<file path="src/design/cpu_pkg.sv">
// #########################################################################
// Shared types for the MIPS-subset core
// Opcode, funct and ALU operation enums, instruction format union,
// control struct, write-back and jump selectors, and the bus structs
// #########################################################################

package cpu_pkg;

  typedef logic [31:0] word_t;

  // Major opcodes
  typedef enum logic [5:0] {
    OP_RTYPE = 6'b000000,
    OP_J     = 6'b000010,
    OP_JAL   = 6'b000011,
    OP_BEQ   = 6'b000100,
    OP_BNE   = 6'b000101,
    OP_ADDIU = 6'b001001,
    OP_SLTI  = 6'b001010,
    OP_ANDI  = 6'b001100,
    OP_ORI   = 6'b001101,
    OP_XORI  = 6'b001110,
    OP_LUI   = 6'b001111,
    OP_LW    = 6'b100011,
    OP_SW    = 6'b101011,
    OP_HALT  = 6'b111111
  } opcode_t;

  // R-type function field
  typedef enum logic [5:0] {
    FN_SLL  = 6'b000000,
    FN_SRL  = 6'b000010,
    FN_JR   = 6'b001000,
    FN_ADDU = 6'b100001,
    FN_SUBU = 6'b100011,
    FN_AND  = 6'b100100,
    FN_OR   = 6'b100101,
    FN_XOR  = 6'b100110,
    FN_NOR  = 6'b100111,
    FN_SLT  = 6'b101010,
    FN_SLTU = 6'b101011
  } funct_t;

  typedef enum logic [3:0] {
    ALU_ADD, ALU_SUB, ALU_AND, ALU_OR, ALU_XOR, ALU_NOR,
    ALU_SLT, ALU_SLTU, ALU_SLL, ALU_SRL, ALU_LUI
  } aluop_t;

  // Three views of the same instruction word
  typedef struct packed {
    opcode_t    opcode;
    logic [4:0] rs;
    logic [4:0] rt;
    logic [4:0] rd;
    logic [4:0] shamt;
    funct_t     funct;
  } r_t;

  typedef struct packed {
    opcode_t     opcode;
    logic [4:0]  rs;
    logic [4:0]  rt;
    logic [15:0] imm16;
  } i_t;

  typedef struct packed {
    opcode_t     opcode;
    logic [25:0] addr26;
  } j_t;

  typedef union packed {
    r_t r;
    i_t i;
    j_t j;
  } instr_u;

  // Write-back source select
  localparam logic [1:0] WB_MEM = 2'd0;
  localparam logic [1:0] WB_ALU = 2'd1;
  localparam logic [1:0] WB_PC4 = 2'd2;

  // Next-PC source select
  localparam logic [1:0] JMP_NONE   = 2'd0;
  localparam logic [1:0] JMP_TARGET = 2'd1;
  localparam logic [1:0] JMP_REG    = 2'd2;

  typedef struct packed {
    aluop_t     alu_op;
    logic       alu_src_imm;
    logic       ext_sign;
    logic       reg_dst_rd;
    logic       reg_write;
    logic [1:0] wb_sel;
    logic       mem_read;
    logic       mem_write;
    logic       branch_eq;
    logic       branch_ne;
    logic [1:0] jump;
    logic       link;
    logic       halt;
  } ctrl_t;

  // Data access from datapath to request unit
  typedef struct packed {
    logic  read;
    logic  write;
    word_t addr;
    word_t wdata;
  } mem_req_t;

  // Wishbone master outputs
  typedef struct packed {
    logic       cyc;
    logic       stb;
    logic       we;
    word_t      adr;
    word_t      dat;
    logic [3:0] sel;
  } wb_m_t;

  // Wishbone slave outputs
  typedef struct packed {
    logic  ack;
    word_t dat;
  } wb_s_t;

endpackage

</file>
<file path="src/design/alu.sv">
// #########################################################################
// Combinational ALU
// Add, subtract, logic ops, signed and unsigned compare, shifts, LUI,
// plus a zero flag for branch decisions
// #########################################################################

`timescale 1ns/1ps

module alu (
  input  cpu_pkg::aluop_t alu_op,
  input  cpu_pkg::word_t  port_a,
  input  cpu_pkg::word_t  port_b,
  input  logic [4:0]      shamt,
  output cpu_pkg::word_t  result,
  output logic            zero
);

  always_comb begin
    case (alu_op)
      cpu_pkg::ALU_ADD:  result = port_a + port_b;
      cpu_pkg::ALU_SUB:  result = port_a - port_b;
      cpu_pkg::ALU_AND:  result = port_a & port_b;
      cpu_pkg::ALU_OR:   result = port_a | port_b;
      cpu_pkg::ALU_XOR:  result = port_a ^ port_b;
      cpu_pkg::ALU_NOR:  result = ~(port_a | port_b);
      // Compares give 0 or 1 in bit 0
      cpu_pkg::ALU_SLT:  result = {31'b0, $signed(port_a) < $signed(port_b)};
      cpu_pkg::ALU_SLTU: result = {31'b0, port_a < port_b};
      // Shifts act on rt, amount from the shamt field
      cpu_pkg::ALU_SLL:  result = port_b << shamt;
      cpu_pkg::ALU_SRL:  result = port_b >> shamt;
      // Immediate into upper half
      cpu_pkg::ALU_LUI:  result = port_b << 16;
      default:           result = '0;
    endcase
  end

  // Equal operands on SUB give zero, used by BEQ/BNE
  assign zero = (result == '0);

endmodule

</file>
<file path="src/design/control_unit.sv">
// #########################################################################
// Control unit
// Decodes opcode and R-type funct into the control struct,
// unknown encodings fall through as a no-op
// #########################################################################

`timescale 1ns/1ps

module control_unit (
  input  cpu_pkg::instr_u instr,
  output cpu_pkg::ctrl_t  ctrl
);

  always_comb begin
    // No write, no memory, no jump unless decoded below
    ctrl        = '0;
    ctrl.alu_op = cpu_pkg::ALU_ADD;
    ctrl.wb_sel = cpu_pkg::WB_ALU;

    case (instr.r.opcode)
      cpu_pkg::OP_RTYPE: begin
        ctrl.reg_dst_rd = 1'b1;
        ctrl.reg_write  = 1'b1;
        case (instr.r.funct)
          cpu_pkg::FN_ADDU: ctrl.alu_op = cpu_pkg::ALU_ADD;
          cpu_pkg::FN_SUBU: ctrl.alu_op = cpu_pkg::ALU_SUB;
          cpu_pkg::FN_AND:  ctrl.alu_op = cpu_pkg::ALU_AND;
          cpu_pkg::FN_OR:   ctrl.alu_op = cpu_pkg::ALU_OR;
          cpu_pkg::FN_XOR:  ctrl.alu_op = cpu_pkg::ALU_XOR;
          cpu_pkg::FN_NOR:  ctrl.alu_op = cpu_pkg::ALU_NOR;
          cpu_pkg::FN_SLT:  ctrl.alu_op = cpu_pkg::ALU_SLT;
          cpu_pkg::FN_SLTU: ctrl.alu_op = cpu_pkg::ALU_SLTU;
          cpu_pkg::FN_SLL:  ctrl.alu_op = cpu_pkg::ALU_SLL;
          cpu_pkg::FN_SRL:  ctrl.alu_op = cpu_pkg::ALU_SRL;
          cpu_pkg::FN_JR: begin
            // Jump to rs, nothing written
            ctrl.reg_write = 1'b0;
            ctrl.jump      = cpu_pkg::JMP_REG;
          end
          default: ctrl.reg_write = 1'b0;
        endcase
      end

      // Immediate arithmetic, sign extended
      cpu_pkg::OP_ADDIU, cpu_pkg::OP_SLTI: begin
        ctrl.alu_op      = (instr.i.opcode == cpu_pkg::OP_SLTI) ?
                           cpu_pkg::ALU_SLT : cpu_pkg::ALU_ADD;
        ctrl.alu_src_imm = 1'b1;
        ctrl.ext_sign    = 1'b1;
        ctrl.reg_write   = 1'b1;
      end

      // Immediate logic, zero extended
      cpu_pkg::OP_ANDI, cpu_pkg::OP_ORI, cpu_pkg::OP_XORI: begin
        case (instr.i.opcode)
          cpu_pkg::OP_ANDI: ctrl.alu_op = cpu_pkg::ALU_AND;
          cpu_pkg::OP_ORI:  ctrl.alu_op = cpu_pkg::ALU_OR;
          default:          ctrl.alu_op = cpu_pkg::ALU_XOR;
        endcase
        ctrl.alu_src_imm = 1'b1;
        ctrl.reg_write   = 1'b1;
      end

      cpu_pkg::OP_LUI: begin
        ctrl.alu_op      = cpu_pkg::ALU_LUI;
        ctrl.alu_src_imm = 1'b1;
        ctrl.reg_write   = 1'b1;
      end

      // Address is rs + signed offset
      cpu_pkg::OP_LW: begin
        ctrl.alu_src_imm = 1'b1;
        ctrl.ext_sign    = 1'b1;
        ctrl.reg_write   = 1'b1;
        ctrl.mem_read    = 1'b1;
        ctrl.wb_sel      = cpu_pkg::WB_MEM;
      end
      cpu_pkg::OP_SW: begin
        ctrl.alu_src_imm = 1'b1;
        ctrl.ext_sign    = 1'b1;
        ctrl.mem_write   = 1'b1;
      end

      // Compare via SUB, offset sign extended for the target
      cpu_pkg::OP_BEQ, cpu_pkg::OP_BNE: begin
        ctrl.alu_op    = cpu_pkg::ALU_SUB;
        ctrl.ext_sign  = 1'b1;
        ctrl.branch_eq = (instr.i.opcode == cpu_pkg::OP_BEQ);
        ctrl.branch_ne = (instr.i.opcode == cpu_pkg::OP_BNE);
      end

      cpu_pkg::OP_J:   ctrl.jump = cpu_pkg::JMP_TARGET;
      cpu_pkg::OP_JAL: begin
        // Link address into $31
        ctrl.jump      = cpu_pkg::JMP_TARGET;
        ctrl.link      = 1'b1;
        ctrl.reg_write = 1'b1;
        ctrl.wb_sel    = cpu_pkg::WB_PC4;
      end

      cpu_pkg::OP_HALT: ctrl.halt = 1'b1;
      default: ;
    endcase
  end

endmodule

</file>
<file path="src/design/cpu_top.sv">
// #########################################################################
// Core top level
// Datapath and request unit joined, Wishbone master port and halt out
// #########################################################################

`timescale 1ns/1ps

module cpu_top #(
  parameter cpu_pkg::word_t PC_INIT = '0
) (
  input  logic           CLK,
  input  logic           nRST,
  output cpu_pkg::wb_m_t wb_o,
  input  cpu_pkg::wb_s_t wb_i,
  output logic           halt
);

  // Request unit to datapath
  cpu_pkg::instr_u   instr;
  logic              commit;
  cpu_pkg::word_t    rdata;

  // Datapath to request unit
  cpu_pkg::word_t    pc;
  cpu_pkg::mem_req_t mem_req;

  datapath #(
    .PC_INIT (PC_INIT)
  ) i_datapath (
    .CLK     (CLK),
    .nRST    (nRST),
    .instr   (instr),
    .commit  (commit),
    .rdata   (rdata),
    .pc      (pc),
    .mem_req (mem_req),
    .halt    (halt)
  );

  request_unit i_request (
    .CLK     (CLK),
    .nRST    (nRST),
    .pc      (pc),
    .mem_req (mem_req),
    .halt    (halt),
    .wb_i    (wb_i),
    .instr   (instr),
    .commit  (commit),
    .rdata   (rdata),
    .wb_o    (wb_o)
  );

endmodule

</file>
<file path="src/design/datapath.sv">
// #########################################################################
// Datapath for the single-issue core
// PC register and next-PC logic, immediate extender, operand and
// write-back muxes, halt flag, with control unit, register file and ALU
// #########################################################################

`timescale 1ns/1ps

module datapath #(
  parameter cpu_pkg::word_t PC_INIT = '0
) (
  input  logic               CLK,
  input  logic               nRST,
  input  cpu_pkg::instr_u    instr,
  input  logic               commit,
  input  cpu_pkg::word_t     rdata,
  output cpu_pkg::word_t     pc,
  output cpu_pkg::mem_req_t  mem_req,
  output logic               halt
);

  cpu_pkg::ctrl_t ctrl;

  // Register file ports
  logic [4:0]     wsel;
  cpu_pkg::word_t wdat;
  cpu_pkg::word_t rdat1;
  cpu_pkg::word_t rdat2;

  // Operands and results
  cpu_pkg::word_t ext_imm;
  cpu_pkg::word_t alu_b;
  cpu_pkg::word_t alu_result;
  logic           alu_zero;

  // Next-PC candidates
  cpu_pkg::word_t pc_plus4;
  cpu_pkg::word_t branch_target;
  cpu_pkg::word_t jump_target;
  cpu_pkg::word_t pc_next;
  logic           branch_taken;

  control_unit i_ctrl (
    .instr (instr),
    .ctrl  (ctrl)
  );

  register_file i_regs (
    .CLK   (CLK),
    .nRST  (nRST),
    .wen   (ctrl.reg_write & commit),
    .wsel  (wsel),
    .wdat  (wdat),
    .rsel1 (instr.r.rs),
    .rsel2 (instr.r.rt),
    .rdat1 (rdat1),
    .rdat2 (rdat2)
  );

  alu i_alu (
    .alu_op (ctrl.alu_op),
    .port_a (rdat1),
    .port_b (alu_b),
    .shamt  (instr.r.shamt),
    .result (alu_result),
    .zero   (alu_zero)
  );

  // Sign or zero extension of imm16
  assign ext_imm = ctrl.ext_sign ? {{16{instr.i.imm16[15]}}, instr.i.imm16} :
                                   {16'b0, instr.i.imm16};
  assign alu_b   = ctrl.alu_src_imm ? ext_imm : rdat2;

  // $31 for JAL, else rd for R-type, rt for I-type
  assign wsel = ctrl.link       ? 5'd31       :
                ctrl.reg_dst_rd ? instr.r.rd  : instr.r.rt;

  always_comb begin
    case (ctrl.wb_sel)
      cpu_pkg::WB_MEM: wdat = rdata;
      cpu_pkg::WB_PC4: wdat = pc_plus4;
      default:         wdat = alu_result;
    endcase
  end

  assign pc_plus4      = pc + 32'd4;
  assign branch_target = pc_plus4 + (ext_imm << 2);
  // Region of the current PC, word index from the instruction
  assign jump_target   = {pc[31:28], instr.j.addr26, 2'b00};
  assign branch_taken  = (ctrl.branch_eq & alu_zero) |
                         (ctrl.branch_ne & ~alu_zero);

  always_comb begin
    case (ctrl.jump)
      cpu_pkg::JMP_TARGET: pc_next = jump_target;
      cpu_pkg::JMP_REG:    pc_next = rdat1;
      default:             pc_next = branch_taken ? branch_target : pc_plus4;
    endcase
  end

  // PC moves only when the instruction retires
  always_ff @(posedge CLK, negedge nRST) begin
    if (!nRST) begin
      pc <= PC_INIT;
    end else if (commit) begin
      pc <= pc_next;
    end
  end

  // Sticky until reset
  always_ff @(posedge CLK, negedge nRST) begin
    if (!nRST) begin
      halt <= 1'b0;
    end else if (commit && ctrl.halt) begin
      halt <= 1'b1;
    end
  end

  // Data access request, address from the ALU, store data from rt
  assign mem_req.read  = ctrl.mem_read;
  assign mem_req.write = ctrl.mem_write;
  assign mem_req.addr  = alu_result;
  assign mem_req.wdata = rdat2;

endmodule

</file>
<file path="src/design/register_file.sv">
// #########################################################################
// Register file, 32 x 32 bits
// Register 0 reads as zero, two combinational reads, one clocked write
// #########################################################################

`timescale 1ns/1ps

module register_file (
  input  logic           CLK,
  input  logic           nRST,
  input  logic           wen,
  input  logic [4:0]     wsel,
  input  cpu_pkg::word_t wdat,
  input  logic [4:0]     rsel1,
  input  logic [4:0]     rsel2,
  output cpu_pkg::word_t rdat1,
  output cpu_pkg::word_t rdat2
);

  // Only 31 real registers, $0 is implied
  cpu_pkg::word_t regs [31:1];

  always_ff @(posedge CLK, negedge nRST) begin
    if (!nRST) begin
      for (int k = 1; k < 32; k++) begin
        regs[k] <= '0;
      end
    end else if (wen && (wsel != 5'd0)) begin
      regs[wsel] <= wdat;
    end
  end

  assign rdat1 = (rsel1 == 5'd0) ? '0 : regs[rsel1];
  assign rdat2 = (rsel2 == 5'd0) ? '0 : regs[rsel2];

endmodule

</file>
<file path="src/design/request_unit.sv">
// #########################################################################
// Request unit
// FETCH/EXEC/DATA sequencer, instruction register and the
// Wishbone classic master shared by fetch and data access
// #########################################################################

`timescale 1ns/1ps

module request_unit (
  input  logic              CLK,
  input  logic              nRST,
  input  cpu_pkg::word_t    pc,
  input  cpu_pkg::mem_req_t mem_req,
  input  logic              halt,
  input  cpu_pkg::wb_s_t    wb_i,
  output cpu_pkg::instr_u   instr,
  output logic              commit,
  output cpu_pkg::word_t    rdata,
  output cpu_pkg::wb_m_t    wb_o
);

  typedef enum logic [1:0] {FETCH, EXEC, DATA} state_t;

  state_t state;
  state_t state_nxt;
  logic   bus_ack;
  logic   mem_access;
  // Forces a dead bus cycle after every ack, high through reset
  logic   idle_q;

  assign mem_access = mem_req.read | mem_req.write;
  assign bus_ack    = wb_o.stb & wb_i.ack;

  always_comb begin
    state_nxt = state;
    case (state)
      FETCH: if (bus_ack) state_nxt = EXEC;
      EXEC:  state_nxt = mem_access ? DATA : FETCH;
      DATA:  if (bus_ack) state_nxt = FETCH;
      default: state_nxt = FETCH;
    endcase
  end

  always_ff @(posedge CLK, negedge nRST) begin
    if (!nRST) begin
      state  <= FETCH;
      idle_q <= 1'b1;
    end else begin
      state  <= state_nxt;
      idle_q <= bus_ack;
    end
  end

  // Instruction register, loaded on fetch ack
  always_ff @(posedge CLK) begin
    if ((state == FETCH) && bus_ack) begin
      instr <= wb_i.dat;
    end
  end

  // Retire: no-access instructions in EXEC, others on data ack
  assign commit = ((state == EXEC) && !mem_access) || ((state == DATA) && bus_ack);
  assign rdata  = wb_i.dat;

  // No new fetch once halted
  always_comb begin
    wb_o.stb = (((state == FETCH) && !halt) || (state == DATA)) && !idle_q;
    wb_o.cyc = wb_o.stb;
    wb_o.we  = (state == DATA) && mem_req.write;
    wb_o.adr = (state == DATA) ? mem_req.addr : pc;
    wb_o.dat = (state == DATA) ? mem_req.wdata : '0;
    wb_o.sel = 4'hf;
  end

endmodule

</file>
<file path="config.mk">
export PLATFORM = sky130hd
export DESIGN_NAME = cpu_top
export DESIGN_NICKNAME = d
export VERILOG_FILES = /design/src/design/cpu_pkg.sv /design/src/design/alu.sv /design/src/design/control_unit.sv /design/src/design/cpu_top.sv /design/src/design/datapath.sv /design/src/design/register_file.sv /design/src/design/request_unit.sv
export SDC_FILE = /design/constraint.sdc
export NUM_CORES = 2
export LEC_CHECK = 0
export BUFFER_PORTS_ARGS = -buffer_cell sky130_fd_sc_hd__buf_2
export CORE_ASPECT_RATIO = 0.5
export CORE_MARGIN = 5
export CORE_UTILIZATION = 41
export CTS_CLUSTER_SIZE = 25
export DETAILED_ROUTE_END_ITERATION = 16
export PLACE_DENSITY = 0.58
export SKIP_CTS_REPAIR_TIMING = 1
export SLEW_MARGIN = 40
export SYNTH_ARGS = -nofsm -noshare
export SYNTH_HDL_FRONTEND = slang
export SYNTH_HIERARCHICAL = 1
export SYNTH_SLANG_ARGS = --single-unit
</file>
<file path="constraint.sdc">
create_clock -name CLK -period 19.7 [get_ports CLK]
set_input_delay 3.94 -clock CLK [delete_from_list [all_inputs] [get_ports CLK]]
set_output_delay 3.94 -clock CLK [all_outputs]
set_load 0.02 [all_outputs]
</file>
# Word-level counts from Yosys, hierarchy flattened

Cells that the tools add are included.

Add/sub/neg operators: 4
Order comparisons: 6
Eq/ne operators: 40
Shifts and indexed selects: 2
Mux-type cells: 40
Bitwise operators: 12
Reductions and logical operators: 33

Operators by type and width:

| operator                                                                     | number |
|---|---|
| 992-bit bitwise mux                                                          | 1 |
| 32-bit one-hot mux with 11 select lines                                      | 1 |
| 32-bit binary-select mux with 5-bit select                                   | 2 |
| 32-bit 2-to-1 mux                                                            | 10 |
| 32-bit demux with 5-bit select                                               | 1 |
| 32-bit one-hot mux with 2 select lines                                       | 2 |
| 6-bit equality test, second input constant                                   | 11 |
| 32-bit adder                                                                 | 2 |
| 32-bit less-than comparator                                                  | 2 |
| 6-bit by 4-bit equality test with 1-bit output, second input constant        | 7 |
| 4-bit one-hot mux with 9 select lines                                        | 1 |
| 32-bit by 3-bit adder with 32-bit output, second input constant              | 1 |
| 32-bit AND                                                                   | 1 |
| 32-bit logical NOT                                                           | 1 |
| 32-bit NOT                                                                   | 1 |
| 32-bit OR                                                                    | 1 |
| 32-bit by 5-bit left shift with 32-bit output                                | 1 |
| 32-bit by 5-bit >> shifter with 32-bit output                                | 1 |
| 32-bit subtractor                                                            | 1 |
| 32-bit bitwise XOR                                                           | 1 |
| 4-bit one-hot mux with 5 select lines                                        | 1 |
| 6-bit by 2-bit equality test with 1-bit output, second input constant        | 3 |
| 5-bit by 6-bit less-than comparator with 1-bit output, second input constant | 3 |
| 4-bit by 3-bit equality test with 1-bit output, second input constant        | 4 |
| other kinds (33)                                                             | 77 |

Register bits: 1060
Input port bits: 35
Output and inout port bits: 72
Logic and storage cells: 174

# Longest topological paths before layout

Depth after elaboration: 14
Depth in mapped cells: 32
Gate-level depth less buffers: 27

# Modules after synthesis

The synthesis kept the hierarchy.

By module, submodules not included:

| module        | times used | cells an instance | area an instance (µm²) | sequential area each (µm²) |
|---|---|---|---|---|
| register_file | 1          | 3679              | 53123.4                | 24823.8 |
| alu           | 1          | 1478              | 10279.9                | 0.0 |
| datapath      | 1          | 708               | 5117.4                 | 825.8 |
| request_unit  | 1          | 157               | 2158.3                 | 1037.2 |
| control_unit  | 1          | 71                | 412.9                  | 0.0 |

# Least setup slack after synthesis

Ideal clock, no wire load.

Path kind: reg2out
From: register i_request/instr[17] (netlist name)
To: output port wb_o[63] (netlist name)
Arrival: 5.047 ns
Required time: 15.760 ns
Setup slack: 10.713 ns
Cell stages (with the launch flop): 22
Path buffers: 3
Cells stage by stage: edfxtp_1 -> buf_2 -> clkbuf_1 -> mux4_2 -> mux2i_1 -> nor2_1 -> or3_1 -> mux2_2 -> clkbuf_1 -> inv_1 -> ha_1 -> a211oi_1 -> o21ai_0 -> o2111ai_1 -> nand3_1 -> a31oi_1 -> o21ai_0 -> or2_2 -> a21o_1 -> a211oi_1 -> inv_1 -> mux2_4

RTL lines:

| element                  | line               | RTL |
|---|---|---|
| start: declaration       | request_unit.sv:16 | `output cpu_pkg::instr_u instr,` |
| start signal: assignment | request_unit.sv:57 | `instr <= wb_i.dat;` |
| end: declaration         | cpu_top.sv:13      | `output cpu_pkg::wb_m_t wb_o,` |

==> out/results.txt <==
CTS tree - built
Syn-to-layout area delta - 9.909%
Core area - 173000 µm²
Ports - 107
Post-Place Cell Area - 74210 µm²
Largest buffer count on any clock path - 3
Worst skew pair latency - 0.77 ns
Routed length per placed instance - 34.95 µm
Overflow after GRT - 0
Final ANT Viol Nets - 0
Multi-input gate area - 41530 µm²
Clock slew at reported path FFs - 0.06 ns
Min-Delay Path Class - flip-flop to flip-flop
Gpl congestion - 1.002
Final HPWL DP - 192800 µm
Final Cell Area - 78140 µm²
Layout fillers - 15790
Slew @ Worst Pin - 0.9561 ns
Nets - 6104
First-pass GRT wire length - 415200 µm
Inst Count DP - 8125
Chip height - 304.4 µm
Share of layout cells above drive strength 1 - 36.62%
# setup viols final - 0
Die span in x - 598.9 µm
Dpl ws - 7.615 ns
Power, Total - 9.633 mW
Period minus WS final - 13.20 ns
Max cap viols - 0
Slew HR - 35.87%
Num CTS Buffers - 111
Die area - 182300 µm²
DR DRC count - 0
WS Path Type - flip-flop to output pin
Routed wire length - 291300 µm
Status - complete, no violations
Total negative slack - 0 ns
Peak supply drop - 0.1041 mV
Startpoint types - flip-flop
Tcrit/Tclk final - 66.99%
PortBufs - 102
Pwr/cell area - 123.3 nW/µm²
Post-Syn Instances - 6093
Syn avg cell area - 11.67 µm²
Std cell rows - 108
P_leak - 34.89 nW
Maximum fanout along the worst path - 97
Initial antenna violation count - 11
Vias in the first global route - 56430
Worst Clk Skew - 0.03657 ns
Fmax - 0.07577 GHz
Synth Warn # - 6
Tot GR Track Use - 31.15%
Starting Density - 41.10%
Post-synth cell types - 117
DR vias - 56180
Largest net degree at the start of global routing - 109
EDFF count, synth - 32
Arr. time, crit path - 9.26 ns
#FFs+latches synth - 1060
RSZ-0062 raised after global routing - no
CP Capture Type - output pin
Final cell count without fillers - 8335
1st-iter DRT viols - 6585
Slew Viols, Final - 0
FFs w/ async S/R, synth - 96.98%
TritonRoute pass-1 iters - 8
Setup ws final - 6.503 ns
Clk sinks - 1060
H-tree Lvls - 3
Sequential share of the synthesized area - 37.54%
Ys flop type - dfrtp_1
Root buffer selected by CTS - clkbuf_16
Vias/cell - 6.741
CP required - 15.76 ns
Final Hold Viols - 0
Mapped Area - 71090 µm²
Storage cell area - 26690 µm²
power breakdown:
group	internal, mW	switching, mW
Clock	1.25	0.942
Sequential	2.41	0.212
Combinational	1.55	3.27
metrics by stage:
| stage | utilization, % | hold slack, ns |
|---|---|---|
| detailed placement | 42.90 | 0.5034 |
| CTS | 45.08 | 0.5190 |
| finish | 45.17 | 0.5217 |
| global route | 45.17 | 0.5372 |
| floorplan | - | 0.4504 |
| global placement | 42.69 | 0.4867 |
registers in the layout (all words and copies together), names as in the netlist:
name,flops
i_datapath/halt,1
i_request/instr,32
i_request/idle_q,1
i_request/state,2
i_datapath/i_regs/regs,992
i_datapath/pc,32
layer usage:
layer	GRT usage [%]	part of all wire, %	up-vias
li1	-	-	22850
met1	41.70	40	29630
met2	46.36	44	2977
met3	8.588	10	722
met4	15.80	5.9	4
met5	0	0.0093	-
worst paths after layout:
check                                                  from                     endpoint  slack, ns  depth (start not counted)
worst max-delay path                    i_request/instr[17]                     wb_o[63]       6.50                         21
worst min-delay path            i_datapath/i_regs/regs[828]  i_datapath/i_regs/regs[828]       0.52                          1
worst max register to register          i_request/instr[17]            i_datapath/pc[15]       8.96                         26
worst min register to register  i_datapath/i_regs/regs[828]  i_datapath/i_regs/regs[828]       0.52                          1
max in group asynchronous                              nRST  i_datapath/i_regs/regs[912]      13.67                          5
min in group asynchronous                              nRST  i_datapath/i_regs/regs[325]       3.14                          1
cell type report:
type,count,share of cell area (%)
Clock inverter,41,0.6565
Antenna cell,4,0.01281
Tap cell,2310,3.699
Inverter,155,0.7446
Clock buffer,161,4.168
Multi-Input combinational cell,4266,53.16
Sequential cell,1060,34.15
Timing Repair Buffer,338,3.408
placed cells by master (no fill, tap or decap), types with 34 or more instances in the layout:
cell and count:
a21o_1 36, nor2b_1 68, ha_1 134, a221o_1 40, mux4_2 393, nand3_1 117
dfrtp_1 1027, clkbuf_16 112, o211ai_1 54, a221oi_1 34, buf_4 188, a21oi_1 159
a22oi_1 63, mux2_2 1095, a211oi_1 115, buf_2 103, mux2i_1 371, xnor2_1 39
nor2_1 223, inv_1 151, a2111oi_0 35, o21ai_0 135, nand2_1 281, nand2b_1 45
and2_1 52, nor3_1 48, o22ai_1 108
critical path, stage by stage (launching register included):
cell and delay, ns:
edfxtp_1 0.38, buf_6 0.59, buf_12 0.54, nor2b_1 0.69, buf_4 0.34, a22oi_1 0.10, nand3_1 0.12, nand4_1 0.62
mux2_2 0.66, ha_1 0.30, a211oi_1 0.64, o21ai_0 0.31, o2111ai_1 0.31, nand3_1 0.27, a31oi_1 0.63, o21ai_0 0.25
or2_2 0.31, a21o_1 0.18, a211oi_1 0.46, inv_1 0.22, mux2_4 0.31, buf_2 0.16
kinds of logic (layout without fill, tap and decap cells):
kind of cell / after synthesis / count (layout) / synth area share, %
xor+xnor: 63 / 63 / 0.7867
flops: 1060 / 1060 / 37.54
compound gates: 1071 / 1071 / 10.60
other cells: 1 / 8 / 0.005275
fa+ha+maj: 137 / 137 / 2.443
mux: 1892 / 1892 / 35.76
buf+inv: 770 / 695 / 5.067
simple gates: 1099 / 1099 / 7.802
synthesized netlist by cell type (14+ instances only):
master / n / area (µm²)
nand2_1: 297 / 1115
a21oi_1: 166 / 830.8
nand2b_1: 50 / 312.8
o211ai_1: 54 / 405.4
dfrtp_1: 1027 / 25700
and3_1: 20 / 125.1
o21bai_1: 20 / 150.1
nor3_1: 48 / 240.2
mux4_2: 393 / 8851
a211o_1: 15 / 131.4
a22oi_1: 63 / 473.0
a211oi_1: 115 / 863.3
nor2_1: 241 / 904.6
a21o_1: 36 / 270.3
mux2_4: 29 / 435.4
o31ai_1: 14 / 105.1
a222oi_1: 17 / 170.2
a221o_1: 40 / 400.4
a31oi_1: 29 / 181.4
clkbuf_1: 290 / 1089
buf_2: 119 / 595.6
mux2i_1: 372 / 3724
nand3_1: 118 / 590.6
nand4_1: 32 / 200.2
and2_1: 52 / 325.3
nor2b_1: 72 / 450.4
mux2_2: 1095 / 12330
buf_4: 117 / 878.3
or3_1: 24 / 150.1
ha_1: 134 / 1677
o21ai_0: 171 / 855.8
o22ai_1: 108 / 675.7
xnor2_1: 39 / 341.6
nor4_1: 52 / 325.3
a2111oi_0: 42 / 367.9
a221oi_1: 34 / 297.8
edfxtp_1: 32 / 960.9
o22a_1: 14 / 122.6
buf_1: 73 / 274.0
xor2_1: 23 / 201.4
inv_1: 151 / 566.8
Note: power is estimated with default switching activity, not from simulation.
